**config.mk**
```make
export PLATFORM = sky130hd
export DESIGN_NAME = settings_core
export DESIGN_NICKNAME = d
export VERILOG_FILES = /design/src/verilog/settings_pkg.sv /design/src/verilog/misc_settings.sv /design/src/verilog/settings_core.sv /design/src/verilog/settings_fifo.sv /design/src/verilog/settings_wb_slave.sv /design/src/verilog/vita_timer.sv
export SDC_FILE = /design/constraint.sdc
export NUM_CORES = 1
export LEC_CHECK = 0
export ABC_AREA = 0
export BUFFER_PORTS_ARGS = -buffer_cell sky130_fd_sc_hd__buf_4
export CORE_MARGIN = 1
export CORE_UTILIZATION = 60
export CTS_CLUSTER_DIAMETER = 50
export CTS_CLUSTER_SIZE = 12
export DETAILED_ROUTE_END_ITERATION = 6
export PLACE_DENSITY = 0.79
export RECOVER_POWER = 100
export SETUP_SLACK_MARGIN = 0.5
export SLEW_MARGIN = 20
export SYNTH_ARGS = -nofsm -noshare
export SYNTH_HDL_FRONTEND = slang
export SYNTH_SLANG_ARGS = --single-unit
```
**constraint.sdc**
```tcl
create_clock -name dsp_clk -period 6.67 [get_ports dsp_clk]
set_clock_uncertainty 0.15 [all_clocks]
set_input_delay 2.001 -clock dsp_clk [delete_from_list [all_inputs] [get_ports dsp_clk]]
set_output_delay 2.001 -clock dsp_clk [all_outputs]
set_load 0.02 [all_outputs]
```
**src/verilog/settings_pkg.sv**
```systemverilog
////////////////////////////////////////
// Settings addresses are word addresses (byte address / 4)
// Readback window selected by byte address bit 9
////////////////////////////////////////
package settings_pkg;

   // Bus widths
   localparam int SET_ADDR_W = 8;
   localparam int SET_DATA_W = 32;
   localparam int WB_ADR_W   = 10;
   localparam int WB_DAT_W   = 32;
   localparam int TIME_W     = 64;

   localparam int RB_WINDOW_BIT = 9;   // 0 = settings, 1 = readback

   ////////////////////////////////////////
   // Misc register block
   localparam logic [SET_ADDR_W-1:0] SR_MISC        = 8'd0;
   localparam logic [SET_ADDR_W-1:0] MISC_CLOCK_OFS = 8'd0;
   localparam logic [SET_ADDR_W-1:0] MISC_SERDES_OFS = 8'd1;
   localparam logic [SET_ADDR_W-1:0] MISC_ADC_OFS   = 8'd2;
   localparam logic [SET_ADDR_W-1:0] MISC_LED_SW_OFS = 8'd3;
   localparam logic [SET_ADDR_W-1:0] MISC_PHY_OFS   = 8'd4;
   localparam logic [SET_ADDR_W-1:0] MISC_LED_SRC_OFS = 8'd6;

   localparam int CLOCK_CTRL_W  = 5;
   localparam int SERDES_CTRL_W = 4;
   localparam int ADC_CTRL_W    = 4;
   localparam int LED_W         = 8;

   // 1 = hardware drives the LED, 0 = software value
   localparam logic [LED_W-1:0] LED_SRC_AT_RESET = 8'b0001_1110;

   ////////////////////////////////////////
   // VITA time
   localparam logic [SET_ADDR_W-1:0] SR_TIME64     = 8'd10;
   localparam logic [SET_ADDR_W-1:0] TIME_HI_OFS   = 8'd0;  // Pending high word
   localparam logic [SET_ADDR_W-1:0] TIME_LOAD_OFS = 8'd1;  // Low word, loads counter

   // Readback word indices
   localparam logic [1:0] RB_COMPAT  = 2'd0;
   localparam logic [1:0] RB_TIME_HI = 2'd1;
   localparam logic [1:0] RB_TIME_LO = 2'd2;
   localparam logic [1:0] RB_STATUS  = 2'd3;

   // Bump when the register map changes
   localparam logic [WB_DAT_W-1:0] COMPAT_NUM = {16'd8, 16'd2};  // Major, minor

   localparam int FIFO_DEPTH_LOG2 = 2;

   typedef enum logic [1:0] {IDLE, ACK, STALL} wb_state_t;

endpackage

```
**src/verilog/misc_settings.sv**
```systemverilog
////////////////////////////////////////
// Misc control registers at SR_MISC
// LED source bit 1 = hardware status, 0 = software value
////////////////////////////////////////
`timescale 1ns/1ps

module misc_settings (
   input  logic                                   dsp_clk,
   input  logic                                   por_rst,
   input  logic                                   set_stb_i,
   input  logic [settings_pkg::SET_ADDR_W-1:0]    set_addr_i,
   input  logic [settings_pkg::SET_DATA_W-1:0]    set_data_i,
   input  logic                                   run_tx_i,
   input  logic                                   run_rx_i,
   input  logic                                   clk_status_i,
   input  logic                                   link_up_i,
   output logic [settings_pkg::CLOCK_CTRL_W-1:0]  clock_ctrl_o,
   output logic [settings_pkg::SERDES_CTRL_W-1:0] serdes_ctrl_o,
   output logic [settings_pkg::ADC_CTRL_W-1:0]    adc_ctrl_o,
   output logic                                   phy_reset_n_o,
   output logic [settings_pkg::LED_W-1:0]         leds_o
);
   import settings_pkg::*;

   logic [LED_W-1:0] led_sw;
   logic [LED_W-1:0] led_src;
   logic [LED_W-1:0] led_hw;
   logic             phy_reset;   // Active high internally

   ////////////////////////////////////////
   // Register bank
   always_ff @(posedge dsp_clk) begin
      if (por_rst) begin
         clock_ctrl_o  <= '0;
         serdes_ctrl_o <= '0;
         adc_ctrl_o    <= '0;
         led_sw        <= '0;
         phy_reset     <= 1'b0;
         led_src       <= LED_SRC_AT_RESET;
      end else if (set_stb_i) begin
         case (set_addr_i)
            SR_MISC + MISC_CLOCK_OFS:
               clock_ctrl_o <= set_data_i[CLOCK_CTRL_W-1:0];
            SR_MISC + MISC_SERDES_OFS:
               serdes_ctrl_o <= set_data_i[SERDES_CTRL_W-1:0];
            SR_MISC + MISC_ADC_OFS:
               adc_ctrl_o <= set_data_i[ADC_CTRL_W-1:0];
            SR_MISC + MISC_LED_SW_OFS:
               led_sw <= set_data_i[LED_W-1:0];
            SR_MISC + MISC_PHY_OFS:
               phy_reset <= set_data_i[0];
            SR_MISC + MISC_LED_SRC_OFS:
               led_src <= set_data_i[LED_W-1:0];
            default: ;                  // Not ours
         endcase
      end
   end

   assign phy_reset_n_o = ~phy_reset;

   ////////////////////////////////////////
   // LED mux
   assign led_hw = {3'b000, run_tx_i, run_rx_i, clk_status_i, link_up_i, 1'b0};
   assign leds_o = (led_src & led_hw) | (~led_src & led_sw);

endmodule

```
**src/verilog/settings_core.sv**
```systemverilog
////////////////////////////////////////
// Settings control plane, all on dsp_clk
////////////////////////////////////////
`timescale 1ns/1ps

module settings_core (
   input  logic                                   dsp_clk,
   input  logic                                   por_rst,
   // Wishbone slave
   input  logic                                   wb_cyc_i,
   input  logic                                   wb_stb_i,
   input  logic                                   wb_we_i,
   input  logic [settings_pkg::WB_ADR_W-1:0]      wb_adr_i,
   input  logic [settings_pkg::WB_DAT_W-1:0]      wb_dat_i,
   output logic [settings_pkg::WB_DAT_W-1:0]      wb_dat_o,
   output logic                                   wb_ack_o,
   // Board status
   input  logic                                   run_tx_i,
   input  logic                                   run_rx_i,
   input  logic                                   clk_status_i,
   input  logic                                   link_up_i,
   input  logic                                   button_i,
   // Misc controls
   output logic [settings_pkg::CLOCK_CTRL_W-1:0]  clock_ctrl_o,
   output logic [settings_pkg::SERDES_CTRL_W-1:0] serdes_ctrl_o,
   output logic [settings_pkg::ADC_CTRL_W-1:0]    adc_ctrl_o,
   output logic                                   phy_reset_n_o,
   output logic [settings_pkg::LED_W-1:0]         leds_o
);
   import settings_pkg::*;

   logic                  push;
   logic [SET_ADDR_W-1:0] push_addr;
   logic [SET_DATA_W-1:0] push_data;
   logic                  fifo_full;
   logic                  set_stb;
   logic [SET_ADDR_W-1:0] set_addr;
   logic [SET_DATA_W-1:0] set_data;
   logic [TIME_W-1:0]     vita_time;

   ////////////////////////////////////////
   // Producer and buffer
   settings_wb_slave u_wb_slave (
      .dsp_clk, .por_rst,
      .wb_cyc_i, .wb_stb_i, .wb_we_i, .wb_adr_i, .wb_dat_i, .wb_dat_o, .wb_ack_o,
      .push_o(push), .push_addr_o(push_addr), .push_data_o(push_data),
      .fifo_full_i(fifo_full), .vita_time_i(vita_time),
      .clk_status_i, .link_up_i, .button_i
   );

   settings_fifo #(.DEPTH_LOG2(FIFO_DEPTH_LOG2)) u_settings_fifo (
      .dsp_clk, .por_rst,
      .push_i(push), .push_addr_i(push_addr), .push_data_i(push_data),
      .full_o(fifo_full),
      .set_stb_o(set_stb), .set_addr_o(set_addr), .set_data_o(set_data)
   );

   ////////////////////////////////////////
   // Consumers, each decodes its own addresses
   misc_settings u_misc_settings (
      .dsp_clk, .por_rst,
      .set_stb_i(set_stb), .set_addr_i(set_addr), .set_data_i(set_data),
      .run_tx_i, .run_rx_i, .clk_status_i, .link_up_i,
      .clock_ctrl_o, .serdes_ctrl_o, .adc_ctrl_o, .phy_reset_n_o, .leds_o
   );

   vita_timer u_vita_timer (
      .dsp_clk, .por_rst,
      .set_stb_i(set_stb), .set_addr_i(set_addr), .set_data_i(set_data),
      .vita_time_o(vita_time)
   );

endmodule

```
**src/verilog/settings_fifo.sv**
```systemverilog
////////////////////////////////////////
// Depth is 2**DEPTH_LOG2; pushes while full are dropped
////////////////////////////////////////
`timescale 1ns/1ps

module settings_fifo #(
   parameter int DEPTH_LOG2 = settings_pkg::FIFO_DEPTH_LOG2
) (
   input  logic                                dsp_clk,
   input  logic                                por_rst,
   input  logic                                push_i,
   input  logic [settings_pkg::SET_ADDR_W-1:0] push_addr_i,
   input  logic [settings_pkg::SET_DATA_W-1:0] push_data_i,
   output logic                                full_o,
   output logic                                set_stb_o,
   output logic [settings_pkg::SET_ADDR_W-1:0] set_addr_o,
   output logic [settings_pkg::SET_DATA_W-1:0] set_data_o
);
   import settings_pkg::*;

   localparam int DEPTH = 2 ** DEPTH_LOG2;

   logic [SET_ADDR_W-1:0] addr_mem [DEPTH];
   logic [SET_DATA_W-1:0] data_mem [DEPTH];

   logic [DEPTH_LOG2-1:0] wr_ptr;
   logic [DEPTH_LOG2-1:0] rd_ptr;
   logic [DEPTH_LOG2:0]   count;
   logic                  wr_en;
   logic                  rd_en;

   assign full_o = (count == (DEPTH_LOG2+1)'(DEPTH));
   assign wr_en  = push_i && !full_o;
   assign rd_en  = (count != '0);     // Drain as fast as possible

   always_ff @(posedge dsp_clk) begin
      if (por_rst) begin
         wr_ptr    <= '0;
         rd_ptr    <= '0;
         count     <= '0;
         set_stb_o <= 1'b0;
      end else begin
         set_stb_o <= rd_en;
         if (wr_en) wr_ptr <= wr_ptr + 1'b1;
         if (rd_en) rd_ptr <= rd_ptr + 1'b1;
         case ({wr_en, rd_en})
            2'b10:   count <= count + 1'b1;
            2'b01:   count <= count - 1'b1;
            default: count <= count;
         endcase
      end
   end

   always_ff @(posedge dsp_clk) begin
      if (wr_en) begin
         addr_mem[wr_ptr] <= push_addr_i;
         data_mem[wr_ptr] <= push_data_i;
      end
      if (rd_en) begin
         set_addr_o <= addr_mem[rd_ptr];
         set_data_o <= data_mem[rd_ptr];
      end
   end

endmodule

```
**src/verilog/settings_wb_slave.sv**
```systemverilog
////////////////////////////////////////
// Single-master Wishbone classic slave
// Master must hold cyc/stb until ack; ack is one cycle wide
////////////////////////////////////////
`timescale 1ns/1ps

module settings_wb_slave (
   input  logic                              dsp_clk,
   input  logic                              por_rst,
   input  logic                              wb_cyc_i,
   input  logic                              wb_stb_i,
   input  logic                              wb_we_i,
   input  logic [settings_pkg::WB_ADR_W-1:0] wb_adr_i,
   input  logic [settings_pkg::WB_DAT_W-1:0] wb_dat_i,
   output logic [settings_pkg::WB_DAT_W-1:0] wb_dat_o,
   output logic                              wb_ack_o,
   output logic                              push_o,
   output logic [settings_pkg::SET_ADDR_W-1:0] push_addr_o,
   output logic [settings_pkg::SET_DATA_W-1:0] push_data_o,
   input  logic                              fifo_full_i,
   input  logic [settings_pkg::TIME_W-1:0]   vita_time_i,
   input  logic                              clk_status_i,
   input  logic                              link_up_i,
   input  logic                              button_i
);
   import settings_pkg::*;

   wb_state_t state;

   logic                bus_req;
   logic                set_write;   // Write into the settings window
   logic [1:0]          rb_idx;
   logic [WB_DAT_W-1:0] rb_word;
   logic [WB_DAT_W-1:0] status_word;

   assign bus_req   = wb_cyc_i && wb_stb_i;
   assign set_write = wb_we_i && !wb_adr_i[RB_WINDOW_BIT];
   assign rb_idx    = wb_adr_i[3:2];

   assign status_word = {18'b0, button_i, 1'b0, clk_status_i, link_up_i, 10'b0};

   ////////////////////////////////////////
   // Readback mux
   always_comb begin
      rb_word = '0;   // Settings window reads as zero
      if (wb_adr_i[RB_WINDOW_BIT]) begin
         case (rb_idx)
            RB_COMPAT:  rb_word = COMPAT_NUM;
            RB_TIME_HI: rb_word = vita_time_i[63:32];
            RB_TIME_LO: rb_word = vita_time_i[31:0];
            RB_STATUS:  rb_word = status_word;
            default:    rb_word = '0;
         endcase
      end
   end

   ////////////////////////////////////////
   // Handshake FSM
   always_ff @(posedge dsp_clk) begin
      if (por_rst) begin
         state  <= IDLE;
         push_o <= 1'b0;
      end else begin
         push_o <= 1'b0;
         case (state)
            IDLE: begin
               if (bus_req) begin
                  if (set_write && fifo_full_i) begin
                     state <= STALL;            // Wait for FIFO space
                  end else begin
                     state  <= ACK;
                     push_o <= set_write;
                  end
               end
            end
            STALL: begin
               if (!bus_req) begin
                  state <= IDLE;                // Master gave up
               end else if (!fifo_full_i) begin
                  state  <= ACK;
                  push_o <= 1'b1;
               end
            end
            ACK:     state <= IDLE;             // Stb still high here, ignore it
            default: state <= IDLE;
         endcase
      end
   end

   // Captured on accept; held stable by the master while stalled
   always_ff @(posedge dsp_clk) begin
      if (state == IDLE && bus_req) begin
         push_addr_o <= wb_adr_i[WB_ADR_W-1:2];
         push_data_o <= wb_dat_i;
         wb_dat_o    <= rb_word;
      end
   end

   assign wb_ack_o = (state == ACK);

endmodule

```
**src/verilog/vita_timer.sv**
```systemverilog
////////////////////////////////////////
// Free-running 64-bit tick counter
// Write high word first, then low word to load
////////////////////////////////////////
`timescale 1ns/1ps

module vita_timer (
   input  logic                                dsp_clk,
   input  logic                                por_rst,
   input  logic                                set_stb_i,
   input  logic [settings_pkg::SET_ADDR_W-1:0] set_addr_i,
   input  logic [settings_pkg::SET_DATA_W-1:0] set_data_i,
   output logic [settings_pkg::TIME_W-1:0]     vita_time_o
);
   import settings_pkg::*;

   logic [SET_DATA_W-1:0] pending_hi;
   logic                  hi_write;
   logic                  load;

   assign hi_write = set_stb_i && (set_addr_i == SR_TIME64 + TIME_HI_OFS);
   assign load     = set_stb_i && (set_addr_i == SR_TIME64 + TIME_LOAD_OFS);

   // Held until the low word arrives
   always_ff @(posedge dsp_clk) begin
      if (hi_write) begin
         pending_hi <= set_data_i;
      end
   end

   always_ff @(posedge dsp_clk) begin
      if (por_rst) begin
         vita_time_o <= '0;
      end else if (load) begin
         vita_time_o <= {pending_hi, set_data_i};
      end else begin
         vita_time_o <= vita_time_o + 1'b1;   // One tick per dsp_clk
      end
   end

endmodule
```
; Yosys cells after proc, flatten, opt, wreduce, memory -nomap -nowiden
; Memory sizes are Yosys's and may differ from the RTL's. A register that Yosys moved wholly into a read port is not among the register bits.
; Index checks and enable logic that the tools add are counted.
; Widths: inputs -> output; s select.
[classes]
add_sub_neg = 5
bitwise = 5
eq_ne = 17
n_mux = 15
reduce_logical = 21
[op_table]
columns = cell, count
row1 = $pmux 32 s4, 1
row2 = $add 64x1->64 const B, 1
row3 = $mux 64, 1
row4 = $eq 8x2->1 const B, 2
row5 = $eq 8x3->1 const B, 2
row6 = $eq 8x4->1 const B, 2
row7 = $reduce_and 2->1, 7
row8 = $and 8x5->8, 1
row9 = $and 8x8->8, 1
row10 = $eq 2x2->1 const B, 4
row11 = $eq 8x1->1 const B, 1
row12 = $logic_not 8->1, 1
row13 = $mux 2, 4
row14 = $not 8->8, 1
row15 = $or 8x8->8, 1
row16 = $logic_and 1x1->1, 7
row17 = $eq 2x1->1 const B, 3
row18 = $mux 1, 6
row19 = $pmux 3 s2, 1
row20 = $add 2x1->2 const B, 2
row21 = $logic_not 2->1, 2
row22 = $pmux 2 s2, 1
row23 = $add 3x1->3 const B, 1
row24 = $eq 3x3->1 const B, 1
row25 = 8 further kinds, 9
[totals]
out_inout_bits = 55
elab_cells = 82
ramBits = 160
input_bits = 52
regBits = 209
n_memories = 2
[memory_table]
columns = name, depth, word_bits, rd, rd_ports_with_merged_regs, wr, line_no
row1 = u_settings_fifo.data_mem, 4, 32, 1, 1, 1, settings_fifo.sv:24  ; logic [SET_DATA_W-1:0] data_mem [DEPTH];
row2 = u_settings_fifo.addr_mem, 4, 8, 1, 1, 1, settings_fifo.sv:23  ; logic [SET_ADDR_W-1:0] addr_mem [DEPTH];

; Longest topological paths before layout
; Gate-level depths: netlist of the first run.
[logic_depth]
depth_word = 6
mapped_depth = 8
mapped_depth_nobuf = 8

; By module
; Synthesis of the first run repeated with hierarchy kept, for this count alone.
[hier_totals]
hier_cells = 1089
hier_area_um2 = 16435.8
[by_module_without_submodules]
columns = module, cells_per_inst, n_inst, seq_area_each_um2, area_per_inst_um2
row1 = settings_fifo, 307, 1, 6165.9, 7517.2
row2 = vita_timer, 486, 1, 2242.2, 4608.2
row3 = settings_wb_slave, 168, 1, 2222.1, 2966.6
row4 = misc_settings, 128, 1, 600.6, 1343.8

; Least setup slack after synthesis of the first run
; No wires, ideal clock.
[synth_timing]
path_kind = in2reg
from = input wb_cyc_i
to = register u_wb_slave.push_addr_o[0] (netlist bit) (enable)
arrival_time_ns = 5.122
n_path_buf = 0
setup_time_ns = 0.503
cell_stages = 2
slack_ns = 0.896
t_required_ns = 6.017
path_cell_list = nand3b_1 > nor2_1
[synth_via]
elab_chain_len = 2
[synth_rtl]
columns = item, line_no
row1 = from (decl), settings_core.sv:10  ; input logic wb_cyc_i,
row2 = $logic_and 1x1->1, settings_wb_slave.sv:36  ; assign bus_req = wb_cyc_i && wb_stb_i;
row3 = $logic_and 1x1->1, settings_wb_slave.sv:92  ; if (state == IDLE && bus_req) begin
row4 = to (signal assigned), settings_wb_slave.sv:93  ; push_addr_o <= wb_adr_i[WB_ADR_W-1:2];
row5 = to (decl), settings_wb_slave.sv:18  ; output logic [settings_pkg::SET_ADDR_W-1:0] push_addr_o,
; No other way between the ends.
; A chain may end at the register's enable or synchronous reset.

; Worst setup path after layout of the first run
[layout_timing]
from = input por_rst
to = register u_vita_timer.vita_time_o[19] (netlist bit)
[layout_lines]
columns = item, line_no
row1 = from (decl), settings_core.sv:8  ; input logic por_rst,
row2 = to (signal assigned), vita_timer.sv:35  ; vita_time_o <= {pending_hi, set_data_i};
row3 = to (signal assigned), vita_timer.sv:37  ; vita_time_o <= vita_time_o + 1'b1;
row4 = to (decl), vita_timer.sv:13  ; output logic [settings_pkg::TIME_W-1:0] vita_time_o
; No word-level cell between the ends.

==> flow_metrics.py, run 1 <==
metrics = {
    "outcome": {
        "status": "complete, but fails checks",
        "violations": "capacitance limit, slew limit",
    },
    "grt": {
        "antenna_found_initial": 0,
        "grt_pass1_vias": 9236,
        "track_usage_pct": 25.4,
        "grt_max_degree": 112,
        "grt_pass1_wl_um": 51700,
        "grt-ovfl-total": 0,
    },
    "final_layout": {
        "drive_above_1_share_pct": 13.5,
        "stdcell_count": 1554,
        "nets": 1244,
        "syn_to_final_growth_pct": 13.8,
        "regArea_sq_um": 11200,
        "fillers": 1774,
        "antennaDiodeCount": 0,
        "multiInputGateArea_sq_um": 4490,
    },
    "logic_synthesis": {
        "yosysTopAreaCellShare_pct": 57.2,
        "synth_nets": 1135,
        "synth_edf_count": 304,
        "yosysWarnings": 0,
        "yosysMostFrequentCell": "edfxtp_1",
        "synthArstFlopShare_pct": 0,
        "netlist_area_sq_um": 16000,
        "synth_commonest_cells": "edfxtp_1 (304), nor2_1 (146), dfxtp_1 (105)",
        "synth_top_cells_by_area": "edfxtp_1 (57%), dfxtp_1 (13%), mux4_2 (5.6%)",
        "post_synth.cell_area_avg_sq_um": 14.8,
        "ys_types": 49,
        "synthCells": 1076,
        "ys_seq_area_share_pct": 70.3,
        "dominantRegCellSynth": "edfxtp_1",
        "yosysTopAreaCell": "edfxtp_1",
        "ys_ff_latch": 409,
    },
    "timing": {
        "final-hold-violation-count": 0,
        "setup_viol": 0,
        "maxSlewViolCount": 400,
        "grt_setup_unrepaired": "false",
        "worst_pin_slew_ps": 3520,
        "slew_headroom_pct": -134,
        "finalCriticalPeriod_ps": 4950,
        "fin_hold_ws_ps": 297,
        "period_share_pct": 74.2,
        "fin_setup_tns_ps": 0,
        "max_freq_mhz": 202,
    },
    "clock_tree": {
        "clkTransAtPathRegs_ps": 60,
        "clockBufferDepth": 3,
        "clockRootBuffer": "clkbuf_16",
        "ctsResizeCount": 0,
        "cts.sinks": 409,
        "cts_buffers": 43,
        "htreeDepth": 2,
        "tritoncts": "built",
        "post_cts_buffers": 0,
        "hold_buffers": 0,
        "clk_latency_ps": 530,
    },
    "worst_setup_path": {
        "start_kind": "input port",
        "crit_type": "in -> reg",
        "arrival_ps": 5200,
        "crit_fanout": 76,
        "cp.required_ps": 6910,
        "critPathCaptureType": "flip-flop",
    },
    "power_and_ir_drop": {
        "max-vdd-ir-drop_v": 0.000255,
        "internal-power_mw": 4.57,
        "power_switching_mw": 1.41,
        "leakagePower_nw": 5.74,
        "power_mw": 5.98,
        "comb_power_share_pct": 9.6,
        "sw_frac_of_total_pct": 23.6,
        "seq_power_share_pct": 53.3,
        "p_per_area_nw_per_um2": 329,
        "clkPwrFrac_pct": 37.2,
    },
    "route": {
        "ant_nets": 0,
        "drc": 0,
        "drt-wirelength-per-cell_um": 21.6,
        "wirelength_um": 33500,
        "vias_per_cell": 6.10,
        "vias": 9487,
        "first_pass_iters": 5,
        "dr.first_iter.drc_count": 943,
    },
    "floorplanning": {
        "start_util_pct": 61.3,
        "ios": 107,
        "die_area_sq_um": 27300,
        "core_area_sq_um": 26100,
        "die_w_um": 165,
        "die_h_um": 165,
        "rows": 59,
    },
    "placement": {
        "dpl.hpwl_um": 21100,
        "portBuffers": 104,
        "gp_congestion": 0.931,
        "dp.cells": 1473,
    },
    "worst_hold_path": {
        "hold_class": "reg -> reg",
    },
    "job": {
        "drv_cap": 9,
    },
}
==> state kept, by name (all words and copies together) (netlist names), 32 cells and up <==
name	count
u_wb_slave.wb_dat_o	32
u_vita_timer.vita_time_o	64
u_settings_fifo.addr_mem	32
u_settings_fifo.data_mem	128
u_settings_fifo.set_data_o	32
u_wb_slave.push_data_o	32
u_vita_timer.pending_hi	32
==> power by group through the flow <==
stage | sequential [mW] | clock [mW] | combinational [mW]
final | 3.18 | 2.22 | 0.571
after global routing | 3.20 | 2.35 | 0.622
after CTS | 3.18 | 2.26 | 0.579
after detailed placement | 3.23 | 0 | 0.568
after global placement | 3.21 | 0 | 0.557
after floorplan | 3.16 | 0 | 0.413
==> cell type report <==
type                            instances  share of cell area (%)
Clock buffer                           70                    6.71
Clock inverter                          9                   0.592
Inverter                               15                   0.310
Multi-Input combinational cell        601                    24.7
Sequential cell                       409                    61.8
Tap cell                              335                    2.31
Timing Repair Buffer                  115                    3.54
==> layout by cell type, fill, tap and decap left out, drive strengths merged, types with 28 or more instances in the layout <==
master / synthesis / final
mux2i: 28 / 28
edfxtp: 304 / 304
clkbuf: 34 / 172
nand3: 34 / 34
dfxtp: 105 / 105
a211oi: 42 / 42
a22oi: 30 / 30
mux4: 40 / 40
nand2: 28 / 28
nand4: 31 / 31
nor2: 147 / 147
==> critical path, stage by stage <==
cell	delay, ps
clkbuf_1	2350
buf_4	690
a211oi_1	100
==> per-stage QoR <==
stage               setup WS, ps  utilization, %  cell area, sq um
CTS                         1970            70.6             18400
floorplan                    896               -             16000
global placement            1970            65.5             17100
finish                      1720            69.7             18200
detailed placement          1970            65.5             17100
global route                1370            69.7             18200
==> cells by family after synthesis <==
group / share of synthesized area [%]
AND/OR/NAND/NOR: 11.1
adder cells (fa/ha/maj): 0.596
flip-flops: 70.3
buffers and inverters: 1.63
XOR/XNOR: 2.52
multiplexers: 7.89
AO/OA/AOI/OAI: 5.92
==> routing by layer <==
| metal | up-vias | track usage [%] | wire, um |
|---|---|---|---|
| met5 | - | 0 | 0 |
| met4 | 0 | 7.51 | 747 |
| met3 | 55 | 4.35 | 2480 |
| met2 | 412 | 39.0 | 15600 |
| met1 | 4613 | 37.7 | 14700 |
| li1 | 4407 | - | - |
==> worst paths after layout <==
check | start | endpoint | slack, ps | cells past startpoint
max | por_rst | u_vita_timer.vita_time_o[19]$_SDFF_PP0_ | 1720 | 3
min | u_settings_fifo.set_data_o[21]$_DFFE_PP_ | u_vita_timer.pending_hi[21]$_DFFE_PP_ | 300 | 0
max reg2reg | u_settings_fifo.rd_ptr[0]$_SDFFE_PP0P_ | u_settings_fifo.set_data_o[21]$_DFFE_PP_ | 2620 | 2
min reg2reg | u_settings_fifo.set_data_o[21]$_DFFE_PP_ | u_vita_timer.pending_hi[21]$_DFFE_PP_ | 300 | 0
(Power assumes the default switching activity.)
==> inputs of run 2 (changes only) <==
clock period = 4.9 ns   (was 6.67 ns; I/O delays follow)
==> run 2 against run 1 <==
Largest power group unchanged. Combinational power rose by 26%. Clock-buffer cell count fell by 3. Largest cell class unchanged. The flow still finishes with violations (capacitance limit, slew limit). Global-route usage fell by 0.15 points.
==> flow_metrics.py, run 2 (synthesis gave the netlist of run 1 again) <==
metrics = {
    "power_and_ir_drop": {
        "sw_frac_of_total_pct": 23.7,
        "power_switching_mw": 1.92,
        "power_mw": 8.11,
        "max-vdd-ir-drop_v": 0.000365,
        "clkPwrFrac_pct": 37.2,
        "p_per_area_nw_per_um2": 448,
        "leakagePower_nw": 5.72,
        "internal-power_mw": 6.19,
        "seq_power_share_pct": 53.9,
        "comb_power_share_pct": 8.8,
    },
    "timing": {
        "max_freq_mhz": 262,
        "final-hold-violation-count": 0,
        "timing.final.ws_setup_ps": 1080,
        "maxSlewViolCount": 421,
        "fin_setup_tns_ps": 0,
        "slew_headroom_pct": -45.4,
        "fin_hold_ws_ps": 302,
        "grt_setup_unrepaired": "false",
        "setup_viol": 0,
        "period_share_pct": 78.0,
        "worst_pin_slew_ps": 2180,
        "finalCriticalPeriod_ps": 3820,
    },
    "floorplanning": {
        "rows": 59,
        "die_area_sq_um": 27300,
        "start_util_pct": 61.3,
        "die_w_um": 165,
        "ios": 107,
        "core_area_sq_um": 26100,
        "die_h_um": 165,
    },
    "final_layout": {
        "drive_above_1_share_pct": 13.4,
        "final_util_pct": 69.5,
        "syn_to_final_growth_pct": 13.5,
        "stdcell_count": 1555,
        "fillers": 1772,
        "final_area_sq_um": 18100,
        "antennaDiodeCount": 0,
        "multiInputGateArea_sq_um": 4470,
        "regArea_sq_um": 11200,
        "reg_top3": "u_settings_fifo.data_mem: 128 flops, u_vita_timer.vita_time_o: 64 flops",
        "regMostFlops": "u_settings_fifo.data_mem",
        "final_cell_mix": "edfxtp_1 (304), nor2_1 (146), dfxtp_1 (105)",
        "largest_reg_flops": 128,
        "nets": 1246,
        "final_common_cell": "edfxtp_1",
    },
    "route": {
        "wl_met1_um": 14700,
        "wirelength_um": 33600,
        "vias": 9520,
        "ant_nets": 0,
        "drt-wirelength-per-cell_um": 21.6,
        "highest_layer": "met4",
        "drc": 0,
        "dr.first_iter.drc_count": 895,
        "first_pass_iters": 5,
        "wl_met2_um": 15600,
        "wl_met3_um": 2320,
        "vias_per_cell": 6.12,
    },
    "worst_setup_path": {
        "critPathCaptureType": "flip-flop",
        "arrival_ps": 3920,
        "r2r_slack_ps": 1080,
        "max_stage_delay_ps": 1480,
        "crit_fanout": 24,
        "start_kind": "flip-flop",
        "slowest_stage": "dfxtp_1",
        "crit_type": "reg -> reg",
        "crit_chain": "clkbuf_1, mux4_2",
        "cp.required_ps": 5000,
    },
    "placement": {
        "portBuffers": 104,
        "dpl-instance-area_sq_um": 17100,
        "dp.cells": 1477,
        "dpl.hpwl_um": 21600,
        "gp_congestion": 0.924,
        "dp_slack_ps": 1250,
    },
    "clock_tree": {
        "post_cts_buffers": 0,
        "cts.sinks": 409,
        "htreeDepth": 2,
        "cts_buffers": 43,
        "clkTransAtPathRegs_ps": 60,
        "clk_latency_ps": 530,
        "hold_buffers": 0,
        "clockBufferDepth": 3,
        "ctsResizeCount": 0,
        "tritoncts": "built",
        "clockRootBuffer": "clkbuf_16",
    },
    "grt": {
        "grt_pass1_vias": 9243,
        "grt-ovfl-total": 0,
        "antenna_found_initial": 0,
        "grt_max_degree": 73,
        "track_usage_pct": 25.3,
        "grt_pass1_wl_um": 51500,
    },
    "outcome": {
        "violations": "capacitance limit, slew limit",
        "status": "complete, but fails checks",
    },
    "job": {
        "drv_cap": 10,
    },
    "worst_hold_path": {
        "hold_class": "reg -> reg",
    },
}
-- run 2: changes by cell type in the layout (fill, tap and decap cells not counted), sizes merged --
cell	delta
clkinv	-2
buf	+1
clkinvlp	+2
inv	+1
clkbuf	-2
bufinv	+1
-- run 2: worst max-delay path, delay by kind of cell, from the launching register on --
family | cells | cell delay, ps
flip-flops | 1 | 1480
multiplexers | 1 | 690
buffers and inverters | 1 | 1220
-- run 2: final timing paths --
kind / from / end / depth (start not counted)
setup / recovery: u_settings_fifo.rd_ptr[0]$_SDFFE_PP0P_ / u_settings_fifo.set_data_o[21]$_DFFE_PP_ / 2
hold / removal: u_settings_fifo.set_data_o[11]$_DFFE_PP_ / u_vita_timer.pending_hi[11]$_DFFE_PP_ / 0
setup reg to reg: u_settings_fifo.rd_ptr[0]$_SDFFE_PP0P_ / u_settings_fifo.set_data_o[21]$_DFFE_PP_ / 2
hold reg to reg: u_settings_fifo.set_data_o[11]$_DFFE_PP_ / u_vita_timer.pending_hi[11]$_DFFE_PP_ / 0
-- run 2: power groups by stage --
stage,Sequential [mW],Combinational [mW],Clock (mW)
2_1_floorplan,4.30,0.562,0
3_3_place_gp,4.42,0.716,0
3_5_place_dp,4.44,0.740,0
4_1_cts,4.37,0.748,3.06
5_1_grt,4.41,0.778,3.20
6_report,4.37,0.717,3.02
-- run 2: metal layers --
layer  GRT usage, %  vias to the layer above
li1               -                     4400
met1           36.5                     4674
met2           39.2                      372
met3           4.35                       74
met4           8.59                        0
met5              0                        -
-- run 2: cell type report --
cell class / instances / area share, %
clock buffers: 67 / 6.43
clock inverters: 11 / 0.794
flip-flops and latches: 409 / 62.0
repair buffers: 117 / 3.51
multi-input cells: 601 / 24.7
well taps: 335 / 2.31
inverters: 15 / 0.311
==> inputs of run 3 (changes only) <==
ABC_AREA = 1   (was 0)
CORE_UTILIZATION = 55   (was 60)
PLACE_DENSITY = 0.76   (was 0.79)
clock period = 3.34 ns   (was 4.9 ns; I/O delays follow)
==> run 3 against run 2 <==
The flow still finishes with violations (capacitance limit, slew limit). Synthesized cell count up 54%. Cell area up 5.7%. Core utilization down 5.4 points. Flip-flop and latch count unchanged. Synthesized area up 5.7%. Total power up 53%. Clock power up 46%. Global-route usage down 0.20 points. Critical path type unchanged. Critical endpoint is now u_settings_fifo.data_mem[0][28]$_DFFE_PP_. Highest routed layer unchanged.
==> flow_metrics.py, run 3 <==
metrics = {
    "clock_tree": {
        "ctsResizeCount": 0,
        "clk_latency_ps": 550,
        "cts_buffers": 43,
        "hold_buffers": 0,
        "clockRootBuffer": "clkbuf_16",
        "post_cts_buffers": 0,
        "clockBufferDepth": 3,
        "cts.sinks": 409,
        "tritoncts": "built",
        "htreeDepth": 2,
        "clkTransAtPathRegs_ps": 60,
    },
    "grt": {
        "grt_pass1_vias": 11200,
        "grt_pass1_wl_um": 60200,
        "grt-ovfl-total": 0,
        "antenna_found_initial": 0,
        "track_usage_pct": 25.1,
        "grt_max_degree": 86,
    },
    "timing": {
        "slew_headroom_pct": -25.1,
        "final-hold-violation-count": 0,
        "max_freq_mhz": 357,
        "fin_setup_tns_ps": 0,
        "grt_setup_unrepaired": "false",
        "finalCriticalPeriod_ps": 2800,
        "maxSlewViolCount": 127,
        "worst_pin_slew_ps": 1880,
        "period_share_pct": 83.9,
        "setup_viol": 0,
    },
    "placement": {
        "portBuffers": 104,
        "dpl.hpwl_um": 26000,
        "gp_congestion": 0.932,
    },
    "logic_synthesis": {
        "synth_edf_count": 304,
        "post_synth.cell_area_avg_sq_um": 10.2,
        "yosysWarnings": 0,
        "ys_seq_area_share_pct": 66.6,
        "ys_types": 35,
        "synthArstFlopShare_pct": 0,
        "synth_nets": 1712,
        "yosysMostFrequentCell": "nand2_1",
        "synthCells": 1653,
        "dominantRegCellSynth": "edfxtp_1",
        "yosysTopAreaCellShare_pct": 54.1,
        "synth_top_cells_by_area": "edfxtp_1 (54%), dfxtp_1 (12%), nand2_1 (7.0%)",
        "synth_commonest_cells": "nand2_1 (314), edfxtp_1 (304), nor2_1 (243)",
        "netlist_area_sq_um": 16900,
        "yosysTopAreaCell": "edfxtp_1",
        "ys_ff_latch": 409,
    },
    "worst_hold_path": {
        "min_to": "u_vita_timer.pending_hi[29]$_DFFE_PP_",
        "hold_class": "reg -> reg",
        "min_path_cells": 0,
        "min_from": "u_settings_fifo.set_data_o[29]$_DFFE_PP_",
    },
    "route": {
        "drc": 0,
        "wl_met3_um": 2460,
        "wl_met2_um": 18500,
        "vias_per_cell": 5.45,
        "first_pass_iters": 6,
        "highest_layer": "met4",
        "drt-wirelength-per-cell_um": 17.6,
        "wl_met1_um": 16500,
        "wirelength_um": 38600,
        "ant_nets": 0,
        "dr.first_iter.drc_count": 991,
        "vias": 11900,
    },
    "final_layout": {
        "final_cell_mix": "nand2_1 (314), edfxtp_1 (304), nor2_1 (242)",
        "syn_to_final_growth_pct": 13.6,
        "final_common_cell": "nand2_1",
        "nets": 1826,
        "largest_reg_flops": 128,
        "drive_above_1_share_pct": 8.00,
        "reg_top3": "u_settings_fifo.data_mem: 128 flops, u_vita_timer.vita_time_o: 64 flops",
        "antennaDiodeCount": 0,
        "fillers": 2420,
        "final_util_pct": 64.1,
        "regMostFlops": "u_settings_fifo.data_mem",
    },
    "worst_setup_path": {
        "cp.buffers_inverters": 1,
        "critPathCaptureType": "flip-flop",
        "start_kind": "flip-flop",
        "cp.required_ps": 3350,
        "arrival_ps": 2810,
        "crit_type": "reg -> reg",
        "crit_fanout": 36,
        "ff2ff_path_depth": 5,
        "max_stage_delay_ps": 900,
        "r2r-end": "u_settings_fifo.data_mem[0][28]$_DFFE_PP_",
        "r2r_slack_ps": 540,
        "crit_family": "simple AND/OR/NAND/NOR gates",
        "r2r-start": "u_settings_fifo.count[0]$_SDFFE_PP0P_",
        "slowest_stage": "clkbuf_2",
        "crit_chain": "nor2_1, nand2_1, nand2_1, nor2_1, clkbuf_2",
    },
    "floorplanning": {
        "die_area_sq_um": 31400,
        "ios": 107,
        "die_w_um": 177,
        "start_util_pct": 56.5,
        "core_area_sq_um": 29900,
        "die_h_um": 177,
        "rows": 63,
    },
    "power_and_ir_drop": {
        "max-vdd-ir-drop_v": 0.000481,
        "p_per_area_nw_per_um2": 646,
        "leakagePower_nw": 6.98,
    },
    "outcome": {
        "status": "complete, but fails checks",
        "violations": "capacitance limit, slew limit",
    },
    "job": {
        "drv_cap": 3,
    },
}
[run 3: cell count changes after synthesis, sizes merged, moves of 28 or more]
| cell | previous run | this run |
|---|---|---|
| o21ai | 9 | 192 |
| nand2 | 28 | 325 |
| a21oi | 9 | 69 |
| inv | 15 | 167 |
| nor2 | 147 | 258 |
| a211oi | 42 | 2 |
| o22ai | 3 | 40 |
| a22oi | 30 | 0 |
| mux2i | 28 | 0 |
| mux4 | 40 | 0 |
[run 3: worst register-to-register path: stages, from the launching register on]
cell	delay, ps
dfxtp_1	400
nor2_1	100
nand2_1	110
nand2_1	230
nor2_1	510
clkbuf_2	900
[run 3: layout make-up]
type | count | area, sq um | share of cell area (%)
sequential | 409 | 11200 | 58.6
multi-input combinational | 1016 | 4770 | 24.9
clock buffer | 69 | 1230 | 6.40
timing repair buffer | 127 | 729 | 3.81
inverter | 170 | 638 | 3.33
tap | 390 | 488 | 2.55
clock inverter | 9 | 76.3 | 0.398
[run 3: how the worst max path moves through the flow]
stage / start / to / slack, ps / depth (start not counted)
2_1_floorplan: u_settings_fifo.count[0]$_SDFFE_PP0P_ / u_settings_fifo.addr_mem[0][0]$_DFFE_PP_ / 340 / 4
3_3_place_gp: clk_status_i / leds_o[2] / 790 / 4
3_5_place_dp: link_up_i / leds_o[1] / 790 / 4
4_1_cts: link_up_i / leds_o[1] / 780 / 4
5_1_grt: u_settings_fifo.count[0]$_SDFFE_PP0P_ / u_settings_fifo.data_mem[1][15]$_DFFE_PP_ / 340 / 5
6_report: u_settings_fifo.count[0]$_SDFFE_PP0P_ / u_settings_fifo.data_mem[0][28]$_DFFE_PP_ / 540 / 5
[run 3: power by group]
group          internal, mW  switching [mW]  leakage, nW
combinational         0.429            1.11         2.71
sequential             6.07           0.363         3.65
clock                  2.53            1.87        0.626
[run 3: cell families after synthesis]
kind of cell | share of synthesized area (%)
AO/OA/AOI/OAI | 10.0
AND/OR/NAND/NOR | 16.0
XOR/XNOR | 1.66
buffers and inverters | 5.12
adder cells (fa/ha/maj) | 0.564
flip-flops | 66.6
[run 3: layer usage]
layer  up-vias  GRT usage (%)
li1       5795              -
met1      5621           34.2
met2       436           41.3
met3        79           3.24
met4         0           9.05
met5         -              0
[run 3: stage by stage]
stage	instance area (sq um)	std cells	hold WS (ps)	setup WS [ps]	total power [mW]
after global placement	18200	2112	278	790	8.03
after detailed placement	18200	2112	280	787	8.11
after global routing	19200	2190	311	335	12.8
after CTS	19500	2190	297	777	12.5
final	19200	2190	291	539	12.4
after floorplan	16900	1653	271	343	7.40
